===== src/dbg_cmd_pkg.sv =====
package dbg_cmd_pkg;

    // command letters as typed by the host
    localparam logic [7:0] CMD_D = 8'h44;  // dump data memory
    localparam logic [7:0] CMD_I = 8'h49;  // dump instruction memory
    localparam logic [7:0] CMD_R = 8'h52;  // dump register file
    localparam logic [7:0] CMD_L = 8'h4C;  // load one instruction word

    // protocol characters
    localparam logic [7:0] CH_CR    = 8'h0D;
    localparam logic [7:0] CH_LF    = 8'h0A;
    localparam logic [7:0] CH_SP    = 8'h20;
    localparam logic [7:0] CH_COLON = 8'h3A;
    localparam logic [7:0] CH_QMARK = 8'h3F;

    // what the scanner is asked to collect
    typedef enum logic {
        SCAN_LETTER,  // first non-blank byte
        SCAN_WORD     // hex digits up to a separator
    } scan_mode_e;

    // active command at the dispatcher
    typedef enum logic [1:0] {
        CMD_IDLE,
        CMD_DUMP,  // D, I and R share one block
        CMD_LOAD,
        CMD_ERR    // unknown letter, answered with "?"
    } cmd_e;

endpackage


===== src/dbg_cpu_pkg.sv =====
package dbg_cpu_pkg;

    localparam int WORD_W     = 32;  // data and address width
    localparam int DUMP_WORDS = 4;   // lines per D or I dump
    localparam int RF_WORDS   = 32;  // register file entries

    // memory targeted by a debug access
    typedef enum logic [1:0] {
        SPACE_RF,
        SPACE_DM,
        SPACE_IM
    } mem_space_e;

endpackage


===== src/dbg_mem_if.sv =====
// debug access port toward the cpu memories
interface dbg_mem_if;
    import dbg_cpu_pkg::*;

    logic [WORD_W-1:0] addr;   // word index
    mem_space_e        space;
    logic [WORD_W-1:0] rdata;  // combinational, follows addr and space
    logic [WORD_W-1:0] wdata;
    logic              we;     // one-cycle write strobe

    modport master (
        output addr, space, wdata, we,
        input  rdata
    );

    modport target (
        input  addr, space, wdata, we,
        output rdata
    );

endinterface


===== src/dbg_scan_if.sv =====
interface dbg_scan_if;
    import dbg_cmd_pkg::*;
    import dbg_cpu_pkg::*;

    logic              req;    // held until done
    scan_mode_e        mode;
    logic              done;   // one-cycle pulse
    logic [WORD_W-1:0] word;   // letter or hex value
    logic              empty;  // no hex digit seen
    logic              eol;    // token ended in CR

    modport user (
        output req, mode,
        input  done, word, empty, eol
    );

    modport scanner (
        input  req, mode,
        output done, word, empty, eol
    );

endinterface


===== src/hex_scan.sv =====
module hex_scan (
    input  logic        clk,
    input  logic        rst,
    input  logic [7:0]  d_rx,
    input  logic        vld_rx,
    output logic        rdy_rx,
    dbg_scan_if.scanner scan
);
    import dbg_cmd_pkg::*;
    import dbg_cpu_pkg::*;

    logic [WORD_W-1:0] acc;  // digits collected so far
    logic              seen;
    logic              is_hex;
    logic [3:0]        nib;
    logic              xfer;
    logic              blank;
    logic              tok_end;

    // hold off while done is out, the user may switch mode next
    assign rdy_rx = scan.req && !scan.done;
    assign xfer   = vld_rx && rdy_rx;
    assign blank  = (d_rx == CH_SP) || (d_rx == CH_CR) || (d_rx == CH_LF);

    always_comb begin
        is_hex = 1'b1;
        nib    = d_rx[3:0];
        if (d_rx >= 8'h30 && d_rx <= 8'h39) begin
            nib = d_rx[3:0];
        end else if ((d_rx >= 8'h41 && d_rx <= 8'h46) || (d_rx >= 8'h61 && d_rx <= 8'h66)) begin
            nib = d_rx[3:0] + 4'd9;  // A..F and a..f
        end else begin
            is_hex = 1'b0;
        end
    end

    // letters skip line ends left over from the previous command
    always_comb begin
        if (scan.mode == SCAN_LETTER) begin
            tok_end = xfer && !blank;
        end else begin
            tok_end = xfer && !is_hex && (d_rx != CH_SP || seen);
        end
    end

    always_ff @(posedge clk) begin
        if (rst) begin
            scan.done <= 1'b0;
            seen      <= 1'b0;
            acc       <= '0;
        end else begin
            scan.done <= tok_end;
            if (xfer && scan.mode == SCAN_WORD) begin
                if (is_hex) begin
                    acc  <= {acc[WORD_W-5:0], nib};
                    seen <= 1'b1;
                end else if (tok_end) begin
                    acc  <= '0;
                    seen <= 1'b0;
                end
            end
        end
    end

    always_ff @(posedge clk) begin
        if (tok_end) begin
            scan.word  <= (scan.mode == SCAN_LETTER) ? {{(WORD_W-8){1'b0}}, d_rx} : acc;
            scan.empty <= (scan.mode == SCAN_WORD) && !seen;
            scan.eol   <= (scan.mode == SCAN_WORD) && (d_rx == CH_CR);
        end
    end

    // the user must keep its request up until the result is handed over
    a_done_with_req: assert property (@(posedge clk) disable iff (rst) scan.done |-> scan.req)
        else $error("scanner done without a pending request");

endmodule


===== src/hex_print.sv =====
module hex_print (
    input  logic                           clk,
    input  logic                           rst,
    input  logic                           pr_start,
    input  logic [dbg_cpu_pkg::WORD_W-1:0] pr_word,
    input  logic [7:0]                     pr_suffix,
    output logic                           pr_done,
    output logic [7:0]                     d_tx,
    output logic                           vld_tx,
    input  logic                           rdy_tx
);
    import dbg_cmd_pkg::*;
    import dbg_cpu_pkg::*;

    localparam logic [3:0] N_HEX = 4'(WORD_W / 4);

    logic [WORD_W-1:0] sh;  // top nibble goes out next
    logic [7:0]        suffix;
    logic [3:0]        cnt;
    logic [3:0]        last;
    logic              xfer;

    function automatic logic [7:0] hex_char(input logic [3:0] n);
        return (n < 4'd10) ? 8'h30 + n : 8'h37 + n;  // upper case
    endfunction

    assign xfer = vld_tx && rdy_tx;
    assign last = (suffix == CH_CR) ? N_HEX + 4'd1 : N_HEX;  // a CR suffix closes the line with LF

    always_comb begin
        if (cnt < N_HEX) begin
            d_tx = hex_char(sh[WORD_W-1 -: 4]);
        end else if (cnt == N_HEX) begin
            d_tx = suffix;
        end else begin
            d_tx = CH_LF;
        end
    end

    always_ff @(posedge clk) begin
        if (rst) begin
            vld_tx  <= 1'b0;
            cnt     <= '0;
            pr_done <= 1'b0;
        end else begin
            pr_done <= 1'b0;
            if (pr_start) begin
                vld_tx <= 1'b1;
                cnt    <= '0;
            end else if (xfer) begin
                cnt <= cnt + 4'd1;
                if (cnt == last) begin
                    vld_tx  <= 1'b0;
                    pr_done <= 1'b1;
                end
            end
        end
    end

    always_ff @(posedge clk) begin
        if (pr_start) begin
            sh     <= pr_word;
            suffix <= pr_suffix;
        end else if (xfer) begin
            sh <= {sh[WORD_W-5:0], 4'h0};
        end
    end

    // a stalled byte stays offered unchanged
    a_tx_hold: assert property (@(posedge clk) disable iff (rst)
        vld_tx && !rdy_tx |=> vld_tx && $stable(d_tx))
        else $error("d_tx changed under back-pressure");

endmodule


===== src/dcp_dump.sv =====
module dcp_dump (
    input  logic                           clk,
    input  logic                           rst,
    input  logic                           start,
    input  dbg_cpu_pkg::mem_space_e        space,
    output logic                           done,
    dbg_scan_if.user                       scan,
    dbg_mem_if.master                      mem,
    output logic                           pr_start,
    output logic [dbg_cpu_pkg::WORD_W-1:0] pr_word,
    output logic [7:0]                     pr_suffix,
    input  logic                           pr_done
);
    import dbg_cmd_pkg::*;
    import dbg_cpu_pkg::*;

    localparam int CNT_W = $clog2(RF_WORDS + 1);

    typedef enum logic [2:0] {
        S_IDLE,
        S_SCAN,       // optional start address
        S_ADDR,       // kick off the address print
        S_ADDR_WAIT,
        S_DATA_WAIT
    } state_e;

    state_e            state;
    mem_space_e        sp;
    logic [WORD_W-1:0] idx;      // current word index
    logic [WORD_W-1:0] next_dm;  // where a bare D continues
    logic [WORD_W-1:0] next_im;
    logic [CNT_W-1:0]  left;     // lines still to print

    assign scan.req  = (state == S_SCAN);
    assign scan.mode = SCAN_WORD;

    assign mem.addr  = idx;
    assign mem.space = sp;
    assign mem.wdata = '0;
    assign mem.we    = 1'b0;  // read only

    // data print follows straight on the done of the address print
    assign pr_start  = (state == S_ADDR) || (state == S_ADDR_WAIT && pr_done);
    assign pr_word   = (state == S_ADDR) ? idx : mem.rdata;
    assign pr_suffix = (state == S_ADDR) ? CH_COLON : CH_CR;

    always_ff @(posedge clk) begin
        if (rst) begin
            state   <= S_IDLE;
            sp      <= SPACE_RF;
            idx     <= '0;
            left    <= '0;
            done    <= 1'b0;
            next_dm <= '0;
            next_im <= '0;
        end else begin
            done <= 1'b0;
            case (state)
                S_IDLE: begin
                    if (start) begin
                        sp <= space;
                        if (space == SPACE_RF) begin  // R takes no argument
                            idx   <= '0;
                            left  <= CNT_W'(RF_WORDS);
                            state <= S_ADDR;
                        end else begin
                            state <= S_SCAN;
                        end
                    end
                end
                S_SCAN: begin
                    if (scan.done) begin
                        if (scan.empty) begin
                            idx <= (sp == SPACE_DM) ? next_dm : next_im;
                        end else begin
                            idx <= scan.word;
                        end
                        left  <= CNT_W'(DUMP_WORDS);
                        state <= S_ADDR;
                    end
                end
                S_ADDR: state <= S_ADDR_WAIT;
                S_ADDR_WAIT: begin
                    if (pr_done) state <= S_DATA_WAIT;
                end
                S_DATA_WAIT: begin
                    if (pr_done) begin
                        idx  <= idx + 1'b1;
                        left <= left - 1'b1;
                        if (left == CNT_W'(1)) begin
                            state <= S_IDLE;
                            done  <= 1'b1;
                            if (sp == SPACE_DM) next_dm <= idx + 1'b1;
                            if (sp == SPACE_IM) next_im <= idx + 1'b1;
                        end else begin
                            state <= S_ADDR;
                        end
                    end
                end
                default: state <= S_IDLE;
            endcase
        end
    end

endmodule


===== src/dcp_load.sv =====
module dcp_load (
    input  logic      clk,
    input  logic      rst,
    input  logic      start,
    output logic      done,
    dbg_scan_if.user  scan,
    dbg_mem_if.master mem
);
    import dbg_cmd_pkg::*;
    import dbg_cpu_pkg::*;

    typedef enum logic [1:0] {
        S_IDLE,
        S_ADDR,
        S_DATA
    } state_e;

    state_e            state;
    logic [WORD_W-1:0] waddr;
    logic [WORD_W-1:0] wword;

    // request stays up across both tokens
    assign scan.req  = (state != S_IDLE);
    assign scan.mode = SCAN_WORD;

    assign mem.addr  = waddr;
    assign mem.space = SPACE_IM;
    assign mem.wdata = wword;

    always_ff @(posedge clk) begin
        if (rst) begin
            state  <= S_IDLE;
            done   <= 1'b0;
            mem.we <= 1'b0;
        end else begin
            done   <= 1'b0;
            mem.we <= 1'b0;
            case (state)
                S_IDLE: if (start) state <= S_ADDR;
                S_ADDR: begin
                    if (scan.done) begin
                        if (scan.empty || scan.eol) begin  // no data word on this line
                            state <= S_IDLE;
                            done  <= 1'b1;
                        end else begin
                            state <= S_DATA;
                        end
                    end
                end
                S_DATA: begin
                    if (scan.done) begin
                        mem.we <= !scan.empty;
                        state  <= S_IDLE;
                        done   <= 1'b1;
                    end
                end
                default: state <= S_IDLE;
            endcase
        end
    end

    always_ff @(posedge clk) begin
        if (scan.done && state == S_ADDR) waddr <= scan.word;
        if (scan.done && state == S_DATA) wword <= scan.word;
    end

    // the dispatcher starts a load only once the previous one has finished
    a_start_idle: assert property (@(posedge clk) disable iff (rst) start |-> state == S_IDLE)
        else $error("load started while the previous one is still running");

endmodule


===== src/dcp.sv =====
module dcp (
    input  logic                           clk,
    input  logic                           rst,
    input  logic [7:0]                     d_rx,
    input  logic                           vld_rx,
    output logic                           rdy_rx,
    output logic [7:0]                     d_tx,
    output logic                           vld_tx,
    input  logic                           rdy_tx,
    output logic [dbg_cpu_pkg::WORD_W-1:0] addr,
    input  logic [dbg_cpu_pkg::WORD_W-1:0] dout_rf,
    input  logic [dbg_cpu_pkg::WORD_W-1:0] dout_dm,
    input  logic [dbg_cpu_pkg::WORD_W-1:0] dout_im,
    output logic [dbg_cpu_pkg::WORD_W-1:0] din,
    output logic                           we_im
);
    import dbg_cmd_pkg::*;
    import dbg_cpu_pkg::*;

    dbg_scan_if scan_hw ();
    dbg_scan_if scan_dump ();
    dbg_scan_if scan_load ();
    dbg_mem_if  mem_dump ();
    dbg_mem_if  mem_load ();

    cmd_e              cmd_q;
    logic [7:0]        letter;
    logic              letter_done;
    logic              start_dump;
    logic              start_load;
    mem_space_e        dump_space;
    logic              dump_done;
    logic              load_done;
    logic              pr_start;
    logic [WORD_W-1:0] pr_word;
    logic [7:0]        pr_suffix;
    logic              pr_done;
    logic [7:0]        pr_d;
    logic              pr_vld;
    logic [1:0]        err_cnt;  // position in "?" CR LF
    logic [7:0]        err_byte;

    assign letter      = scan_hw.word[7:0];
    assign letter_done = (cmd_q == CMD_IDLE) && scan_hw.done;
    assign start_dump  = letter_done && (letter == CMD_D || letter == CMD_I || letter == CMD_R);
    assign start_load  = letter_done && (letter == CMD_L);

    always_comb begin
        case (letter)
            CMD_D:   dump_space = SPACE_DM;
            CMD_I:   dump_space = SPACE_IM;
            default: dump_space = SPACE_RF;
        endcase
    end

    // dispatcher
    always_ff @(posedge clk) begin
        if (rst) begin
            cmd_q   <= CMD_IDLE;
            err_cnt <= '0;
        end else begin
            case (cmd_q)
                CMD_IDLE: begin
                    if (start_dump) begin
                        cmd_q <= CMD_DUMP;
                    end else if (start_load) begin
                        cmd_q <= CMD_LOAD;
                    end else if (letter_done) begin
                        cmd_q   <= CMD_ERR;
                        err_cnt <= '0;
                    end
                end
                CMD_DUMP: if (dump_done) cmd_q <= CMD_IDLE;
                CMD_LOAD: if (load_done) cmd_q <= CMD_IDLE;
                default: begin
                    if (rdy_tx) begin
                        err_cnt <= err_cnt + 2'd1;
                        if (err_cnt == 2'd2) cmd_q <= CMD_IDLE;
                    end
                end
            endcase
        end
    end

    always_comb begin
        case (err_cnt)
            2'd0:    err_byte = CH_QMARK;
            2'd1:    err_byte = CH_CR;
            default: err_byte = CH_LF;
        endcase
    end

    // scanner belongs to the dispatcher while idle
    always_comb begin
        case (cmd_q)
            CMD_IDLE: begin
                scan_hw.req  = 1'b1;
                scan_hw.mode = SCAN_LETTER;
            end
            CMD_DUMP: begin
                scan_hw.req  = scan_dump.req;
                scan_hw.mode = scan_dump.mode;
            end
            CMD_LOAD: begin
                scan_hw.req  = scan_load.req;
                scan_hw.mode = scan_load.mode;
            end
            default: begin
                scan_hw.req  = 1'b0;
                scan_hw.mode = SCAN_LETTER;
            end
        endcase
    end

    assign scan_dump.done  = scan_hw.done && (cmd_q == CMD_DUMP);
    assign scan_dump.word  = scan_hw.word;
    assign scan_dump.empty = scan_hw.empty;
    assign scan_dump.eol   = scan_hw.eol;
    assign scan_load.done  = scan_hw.done && (cmd_q == CMD_LOAD);
    assign scan_load.word  = scan_hw.word;
    assign scan_load.empty = scan_hw.empty;
    assign scan_load.eol   = scan_hw.eol;

    // memory port
    always_comb begin
        case (mem_dump.space)
            SPACE_DM: mem_dump.rdata = dout_dm;
            SPACE_IM: mem_dump.rdata = dout_im;
            default:  mem_dump.rdata = dout_rf;
        endcase
    end
    assign mem_load.rdata = dout_im;  // old word at the load address

    always_comb begin
        if (cmd_q == CMD_LOAD) begin
            addr  = mem_load.addr;
            din   = mem_load.wdata;
            we_im = mem_load.we && (mem_load.space == SPACE_IM);
        end else begin
            addr  = mem_dump.addr;
            din   = mem_dump.wdata;
            we_im = mem_dump.we && (mem_dump.space == SPACE_IM);
        end
    end

    // transmit switch, printer is quiet during the error reply
    assign d_tx   = (cmd_q == CMD_ERR) ? err_byte : pr_d;
    assign vld_tx = (cmd_q == CMD_ERR) || pr_vld;

    hex_scan u_scan (
        .clk    (clk),
        .rst    (rst),
        .d_rx   (d_rx),
        .vld_rx (vld_rx),
        .rdy_rx (rdy_rx),
        .scan   (scan_hw)
    );

    hex_print u_print (
        .clk       (clk),
        .rst       (rst),
        .pr_start  (pr_start),
        .pr_word   (pr_word),
        .pr_suffix (pr_suffix),
        .pr_done   (pr_done),
        .d_tx      (pr_d),
        .vld_tx    (pr_vld),
        .rdy_tx    (rdy_tx)
    );

    dcp_dump u_dump (
        .clk       (clk),
        .rst       (rst),
        .start     (start_dump),
        .space     (dump_space),
        .done      (dump_done),
        .scan      (scan_dump),
        .mem       (mem_dump),
        .pr_start  (pr_start),
        .pr_word   (pr_word),
        .pr_suffix (pr_suffix),
        .pr_done   (pr_done)
    );

    dcp_load u_load (
        .clk   (clk),
        .rst   (rst),
        .start (start_load),
        .done  (load_done),
        .scan  (scan_load),
        .mem   (mem_load)
    );

    // dump printing, load scanning and the error reply never overlap
    a_one_active: assert property (@(posedge clk) disable iff (rst)
        $onehot0({pr_vld || scan_dump.req, scan_load.req || mem_load.we, cmd_q == CMD_ERR}))
        else $error("more than one command active");

endmodule


===== config.mk =====
export PLATFORM = sky130hd
export DESIGN_NAME = dcp
export DESIGN_NICKNAME = d
export VERILOG_FILES = /design/src/dbg_cmd_pkg.sv /design/src/dbg_cpu_pkg.sv /design/src/dbg_mem_if.sv /design/src/dbg_scan_if.sv /design/src/hex_scan.sv /design/src/hex_print.sv /design/src/dcp_dump.sv /design/src/dcp_load.sv /design/src/dcp.sv
export SDC_FILE = /design/constraint.sdc
export NUM_CORES = 1
export LEC_CHECK = 0
export BUFFER_PORTS_ARGS = -buffer_cell sky130_fd_sc_hd__buf_4
export CAP_MARGIN = 25
export CORE_ASPECT_RATIO = 0.75
export CORE_MARGIN = 1
export CORE_UTILIZATION = 35
export CTS_BUF_LIST = sky130_fd_sc_hd__clkbuf_4 sky130_fd_sc_hd__clkbuf_8
export DETAILED_ROUTE_END_ITERATION = 10
export SETUP_SLACK_MARGIN = 0.05
export SKIP_LAST_GASP = 1
export SYNTH_ARGS = -nofsm -noshare
export SYNTH_HDL_FRONTEND = slang
export SYNTH_SLANG_ARGS = --single-unit

===== constraint.sdc =====
create_clock -name clk -period 5.8 [get_ports clk]
set_input_delay 1.45 -clock clk [delete_from_list [all_inputs] [get_ports clk]]
set_output_delay 1.45 -clock clk [all_outputs]
set_load 0.1 [all_outputs]

Word level (Yosys, flattened, before mapping)
Cells that the tools add are included.

cells by class
  eq/ne operators = 39
  reduce and logical (&&, ||, !) cells = 62
  bitwise gates (word level) = 6
  $lt $le $gt $ge = 8
  add/sub/neg operators = 7
  muxes and demuxes = 73

operator list
  cell                                                                                 number
  32-bit two-way mux                                                                   13
  32-bit one-hot mux with 3 select lines                                               1
  32-bit one-hot mux with 2 select lines                                               1
  8-bit two-way mux                                                                    5
  2-bit two-way mux                                                                    17
  32-bit by 1-bit adder with 32-bit output, second input constant                      1
  8-bit by 7-bit equality test with 1-bit output, second input constant                4
  6-bit two-way mux                                                                    5
  8-bit by 4-bit equality test with 1-bit output, second input constant                3
  1-bit logical AND                                                                    20
  6-bit one-hot mux with 3 select lines                                                1
  8-bit by 7-bit greater-or-equal comparator with 1-bit output, second input constant  2
  8-bit by 7-bit less-or-equal comparator with 1-bit output, second input constant     2
  1-bit two-way mux                                                                    16
  3-bit one-hot mux with 5 select lines                                                1
  5-bit AND reduction                                                                  3
  6-bit by 4-bit adder with 7-bit output, first input constant                         2
  2-bit != test, second input constant                                                 7
  3-bit two-way mux                                                                    4
  2-bit by 1-bit != test with 1-bit output, second input constant                      6
  2-bit one-hot mux with 3 select lines                                                2
  6-bit one-hot mux with 2 select lines                                                1
  4-bit AND reduction                                                                  3
  2-bit equality test, second input constant                                           5
  33 further kinds                                                                     70

word-level totals
  flip-flop bits (word level) = 294
  word-level logic and storage cells = 221
  input port bits = 108
  output and inout bits = 75

Logic depth before layout (Yosys ltp)
Gate-level depths: netlist (run 1).

  word-level depth = 11
  mapped depth = 10
  gate-level depth less buffers = 7

Hierarchy
Synthesis (run 1) repeated with hierarchy kept, for this count alone.

unflattened totals
  cell total of the unflattened synthesis = 1566
  area, all modules = 15642.5 µm²

by module, submodules not included
  module     cells each  seq. area each (µm²)  instances  area each (µm²)
  dcp_dump   805         2162.1                1          6565.0
  hex_scan   260         1701.6                1          2886.5
  dcp_load   97          2001.9                1          2202.1
  hex_print  140         1321.3                1          2049.5
  dcp        264         80.1                  1          1939.4

Worst setup path before layout (run 1)
OpenSTA, ideal clock, no wires.

  path kind = register to output
  start point = reg cmd_q[0]
  end point = out d_tx[6]
  required time = 4350 ps
  arrival = 3660 ps
  setup slack = 690 ps
  cell stages (with the launch flop) = 4
  cell sequence = dfxtp_1 > ha_1 > clkbuf_1 > nor4_1

on the way
  longest elaborated chain between the ends = 2

RTL lines
  item                    line        source
  start, declared         dcp.sv:26   cmd_e cmd_q;
  start signal, assigned  dcp.sv:59   cmd_q <= CMD_IDLE;
  start signal, assigned  dcp.sv:65   cmd_q <= CMD_DUMP;
  start signal, assigned  dcp.sv:67   cmd_q <= CMD_LOAD;
  2-bit equality test     dcp.sv:147  assign d_tx = (cmd_q == CMD_ERR) ? err_byte : pr_d;
  8-bit two-way mux       dcp.sv:147
  end, declared           dcp.sv:7    output logic [7:0] d_tx,

Every way passes these cells.

Worst setup path in the final report (run 1)
  start point = reg cmd_q[0]
  end point = out addr[4] in the netlist's numbering

on the way
  longest elaborated chain between the ends = 2

RTL lines
  item                 line        source
  2-bit equality test  dcp.sv:135  if (cmd_q == CMD_LOAD) begin
  32-bit two-way mux   dcp.sv:135
  end, declared        dcp.sv:10   output logic [dbg_cpu_pkg::WORD_W-1:0] addr,

Every way passes these cells.

==> results of run 1 <==
## flip-flops by register name, indices dropped and copies added (netlist names), 2 cells and up
signal            count
u_scan.acc           32
err_cnt               2
u_dump.next_im       32
u_load.state          2
u_dump.left           6
u_print.suffix        2
u_dump.mem.addr      32
u_scan.scan.word     32
u_load.mem.addr      32
u_dump.state          3
u_print.cnt           4
u_print.sh           32
u_dump.next_dm       32
u_load.mem.wdata     32
u_dump.mem.space      2
cmd_q                 2
## layout make-up
type                    count  area share, %
well taps                 520           3.84
repair buffers            206           9.21
flip-flops and latches    288           41.9
inverters                  38          0.842
multi-input cells         993           38.8
clock buffers              68           5.01
clock inverters            13          0.406
## power by group through the flow
stage | Clock [mW] | Sequential, mW | Combinational [mW]
after floorplan | 0 | 2.46 | 1.32
after global placement | 0 | 2.57 | 1.74
after detailed placement | 0 | 2.58 | 1.76
after CTS | 1.79 | 2.54 | 1.76
after global routing | 1.88 | 2.54 | 1.85
final | 1.77 | 2.54 | 1.76
## cells in the mapped netlist, drive strengths merged, types with 18 or more instances
master,instances
edfxtp,132
a22oi,42
nand3,18
ha,24
nor2,154
a211oi,90
o21ai,54
mux2i,45
buf,25
a21oi,86
clkbuf,106
nand4,23
mux2,30
nand2,63
inv,37
xnor2,20
nor3,38
dfxtp,156
nor2b,22
a22o,31
and2,67
## worst max-delay path by stage
| stage | to | slack (ns) | cells after the start |
|---|---|---|---|
| 3_5_place_dp | addr[3] | 2.06 | 5 |
| 4_1_cts | addr[3] | 1.43 | 5 |
| 6_report | addr[4] | 1.44 | 5 |
| 3_3_place_gp | addr[6] | 2.09 | 5 |
| 2_1_floorplan | d_tx[6] | 0.69 | 3 |
| 5_1_grt | addr[23] | 1.30 | 5 |
## worst reg2reg max path, stage by stage, from the launching register on
cell and delay [ns]:
dfxtp_1 0.38, inv_1 0.09, ha_1 0.32, mux2_2 0.31
nand3_1 0.13, a21o_1 0.82, nor2_1 0.43, buf_4 0.31
a32o_1 0.25
## logic make-up after synthesis
| logic type | after synthesis | synth area share [%] |
|---|---|---|
| AOI/OAI and AO/OA | 415 | 20.1 |
| xor gates and xnor gates | 36 | 2.20 |
| adders and majority gates | 24 | 2.10 |
| buffers and inverters | 169 | 4.66 |
| DFF | 288 | 49.5 |
| muxes | 75 | 5.51 |
| other | 1 | 0.0262 |
| and+or+nand+nor | 442 | 15.8 |
## metrics by stage
step           hold WS [ns]  worst slack, ns  std cells
6_report              0.470             1.44       2126
5_1_grt               0.487             1.30       2126
4_1_cts               0.476             1.43       2125
3_5_place_dp          0.458             2.06       2044
3_3_place_gp          0.454             2.09       2044
2_1_floorplan         0.439            0.690       1450
## layer usage
| metal | up-vias | global-route usage [%] | routed length [um] |
|---|---|---|---|
| li1 | 5608 | - | - |
| met3 | 71 | 3.15 | 3400 |
| met2 | 507 | 31.1 | 19100 |
| met5 | - | 0 | 0 |
| met1 | 5761 | 30.1 | 20600 |
| met4 | 0 | 7.19 | 1150 |
==> reports/metrics.cfg, run 1 <==
[status]
outcome = complete, no violations

[sta]
relSlewSlack_pct = 31.1
slew_viol_final = 0
skew_ns = 0.0351
rsz0062_at_grt = false
period_minus_slack_ns = 4.36
tns_ns = 0
setup_viol = 0
finalCritPeriodShare_pct = 75.2
fmax_mhz = 229
hold_viol_final = 0
worstMarginPinSlew_ns = 1.03

[worst_setup_path]
critPathMaxFanout = 52
rr_endpoint = u_dump.mem.addr[20]
reg2regPathDepth = 8
path_common_cell = buf_4
cp_top_family = buffers and inverters
crit_path_cell_trace = inv_1 > ha_2 > buf_4 > mux2_2 > buf_4
r2r_start = cmd_q[0]
worst-r2r-setup-slack_ns = 2.67
slowest_delay_ns = 0.73
slowest_stage = ha_2
setup.worst_path.start = cmd_q[0]
worstSetupPathType = flip-flop to output pin
critPathBufInv = 3
crit_arrival_ns = 2.91
critPathLaunchType = flip-flop
crit_required_ns = 4.35
critPathCaptureType = output pin

[layout]
antenna_cells = 0
drive_above_1_share_pct = 20.8
fillers = 3860
syn_to_final_growth_pct = 18.4
final_cell_mix = buf_4 (205), dfxtp_1 (156), nor2_1 (154)
multi_input_area_mm2 = 0.00658
regArea_mm2 = 0.00709
final_cell_area_mm2 = 0.0169
utilization_pct = 42.5
finalNetCount = 1703
final_common_cell = buf_4

[power]
power_mw = 6.06
power.share.switching_pct = 38.8
p_per_area_mw_per_mm2 = 358
leakage_nw = 5.86
internal_power_mw = 3.71
pwr-share-seq_pct = 41.9
power_frac_comb_pct = 29.0
ir_worst_vdd_v = 0.000227
clockPowerShare_pct = 29.2
switching_power_mw = 2.35

[min_path]
hold_path_class = flip-flop to flip-flop
min_from = u_scan.acc[28]
hold_path_depth = 1
worst_hold_path.endpoint = u_scan.acc[28]

[synth]
yosysSeqAreaShare_pct = 49.5
synth_cells = 1450
synth_cell_types = 74
synth_largest_area_cell = edfxtp_1
synth_nets = 1582
ys.flop_type = dfxtp_1
synth_edf_count = 132
syn_area_mm2 = 0.0143
async_flop_share_pct = 0
yosysWarnings = 0
ys_seq_elements = 288
yosys-top-cells-area = edfxtp_1 (28%), dfxtp_1 (22%), a211oi_1 (4.7%)
synth.avg_cell_area_um2 = 9.87
synth_top_area_share_pct = 27.7

[floorplan]
start_util_pct = 35.9
fp.coreArea_mm2 = 0.0399
die_w_um = 235
rows = 63
io_pins = 183
dieArea_mm2 = 0.0417
die-height_um = 177

[global_route]
grt_pass1_wl_um = 67100
grt_pass1_vias = 11298
overflow = 0
grt_max_degree = 88
gr-usage-all-layers_pct = 20.7
grt_antenna_before_repair = 0

[cts]
cts-resized-gates = 0
clkTransAtPathRegs_ns = 0.06
clock_latency_ns = 0.60
cts_tree = yes
clkSinkCount = 288
htreeDepth = 2
root_buffer = clkbuf_8
cts_buffers = 44
ctsHoldBuffers = 0
postCtsSetupRepairBufs = 0
cts_buffer_depth = 3

[route]
drc_errors = 0
dr_total_vias = 11947
final_antenna_net_count = 0
vias_per_cell = 5.62
drt_iter0_drc = 923
firstDrtPassIters = 5
post_drt_wl_per_cell_um = 20.8
wl_um = 44300

[placement]
gp_congestion = 0.865
place_area_mm2 = 0.0160
hpwl_um = 29700
port_buffers = 181

[run]
maxCapViolCount = 0

Note: power is estimated with default switching activity, not from simulation.
==> run 2: changes to the inputs <==
clock period = 3.8 ns   (was 5.8 ns; I/O delays follow)
==> reports/metrics.cfg, run 2 (synthesis results as in run 1) <==
[cts]
root_buffer = clkbuf_8
clock_latency_ns = 0.61
cts-resized-gates = 0
postCtsSetupRepairBufs = 0
clkTransAtPathRegs_ns = 0.06
cts_buffers = 46
cts_tree = yes
htreeDepth = 2
cts_buffer_depth = 3
ctsHoldBuffers = 0
clkSinkCount = 288

[sta]
fmax_mhz = 293
period_minus_slack_ns = 3.42
setup_viol = 0
worstMarginPinSlew_ns = 0.972
skew_ns = 0.0354
finalCritPeriodShare_pct = 89.9
relSlewSlack_pct = 35.2
rsz0062_at_grt = false
slew_viol_final = 0
hold_viol_final = 0
whs_ns = 0.468

[placement]
hpwl_um = 30500
placed_cells = 2054
gp_congestion = 0.893
port_buffers = 181

[global_route]
grt_pass1_wl_um = 67200
overflow = 0
gr-usage-all-layers_pct = 20.9
grt_antenna_before_repair = 0
grt_pass1_vias = 11588
grt_max_degree = 69

[worst_setup_path]
worstSetupPathType = flip-flop to output pin
cp_top_family = buffers and inverters
slowest_delay_ns = 0.45
slowest_stage = ha_2
critPathCaptureType = output pin
critPathMaxFanout = 68
critPathBufInv = 3
crit_arrival_ns = 2.47
critPathLaunchType = flip-flop
crit_path_cell_trace = inv_1 > ha_2 > buf_12 > mux2_2 > buf_4
crit_required_ns = 2.85

[layout]
final_cells = 2138
syn_to_final_growth_pct = 19.7
final_cell_mix = buf_4 (213), dfxtp_1 (156), nor2_1 (153)
finalNetCount = 1714
antenna_cells = 0
final_common_cell = buf_4
drive_above_1_share_pct = 22.1

[power]
p_per_area_mw_per_mm2 = 556
switching_power_mw = 3.67
internal_power_mw = 5.85
clockPowerShare_pct = 30.5
ir_worst_vdd_v = 0.000412
pwr-share-seq_pct = 41.0
power.share.switching_pct = 38.5
leakage_nw = 5.96
power_frac_comb_pct = 28.4

[status]
outcome = complete, no violations

[route]
post_drt_wl_per_cell_um = 20.9
vias_per_cell = 5.64
drc_errors = 0
final_antenna_net_count = 0
dr_total_vias = 12055
drt_iter0_drc = 1030
wl_um = 44600
firstDrtPassIters = 7

[floorplan]
fp.coreArea_mm2 = 0.0399
rows = 63
start_util_pct = 35.9
die_w_um = 235
io_pins = 183
die-height_um = 177
dieArea_mm2 = 0.0417

[run]
maxCapViolCount = 0

[min_path]
hold_path_class = flip-flop to flip-flop

==> run 2: cell count changes in the layout (fill, tap and decap cells not counted), sizes merged <==
cell    before  now
buf        206  215
inv         39   37
clkbuf      68   71
bufinv       0    2
==> run 2: final timing paths <==
check                             to  cells after the start                 from  slack [ns]
setup / recovery            addr[29]                      5             cmd_q[0]        0.38
hold / removal       u_load.state[1]                      2      u_load.state[1]        0.47
setup reg to reg  u_dump.next_im[31]                      5  u_dump.mem.addr[20]        0.97
hold reg to reg      u_load.state[1]                      2      u_load.state[1]        0.47
==> run 2: cell type report <==
| type | instances | area [um2] |
|---|---|---|
| fillers | 3821 | 22800 |
| flip-flops and latches | 288 | 7090 |
| multi-input cells | 993 | 6600 |
| repair buffers | 215 | 1640 |
| clock buffers | 71 | 858 |
| well taps | 520 | 651 |
| clock inverters | 13 | 151 |
| inverters | 38 | 143 |
==> run 2: metrics by stage <==
stage          instance area [um2]  total power [mW]  setup slack [ns]  setup TNS, ns  utilization [%]
2_1_floorplan                14300              5.78            -0.188          -1.88                -
3_3_place_gp                 16100              6.65             0.906              0             40.4
3_5_place_dp                 16100              6.66             0.793              0             40.4
4_1_cts                      17100              9.57             0.357              0             42.9
5_1_grt                      17100              9.87             0.282              0             42.9
6_report                     17100              9.52             0.382              0             42.9
==> run 2: metal layers <==
metal  routed length, um  part of all wire, %  global-route usage [%]
met5                   0                    0                       0
met4                1130                  2.5                    6.81
met3                4140                  9.3                    6.60
met2               19200                   43                    31.8
met1               20200                   45                    28.0
==> run 2: power groups by stage <==
| stage | Clock [mW] | Combinational (mW) | Sequential (mW) |
|---|---|---|---|
| final | 2.91 | 2.71 | 3.90 |
| after global routing | 3.11 | 2.84 | 3.93 |
| after CTS | 2.96 | 2.70 | 3.91 |
| after detailed placement | 0 | 2.69 | 3.97 |
| after global placement | 0 | 2.68 | 3.97 |
| after floorplan | 0 | 2.03 | 3.75 |
==> run 2: worst register-to-register path, stage by stage, from the launching register on <==
cell,delay [ns]
dfxtp_1,0.72
nand2_1,0.28
nor3_1,0.82
nand4_1,0.35
xor2_1,0.25
a211oi_1,0.30
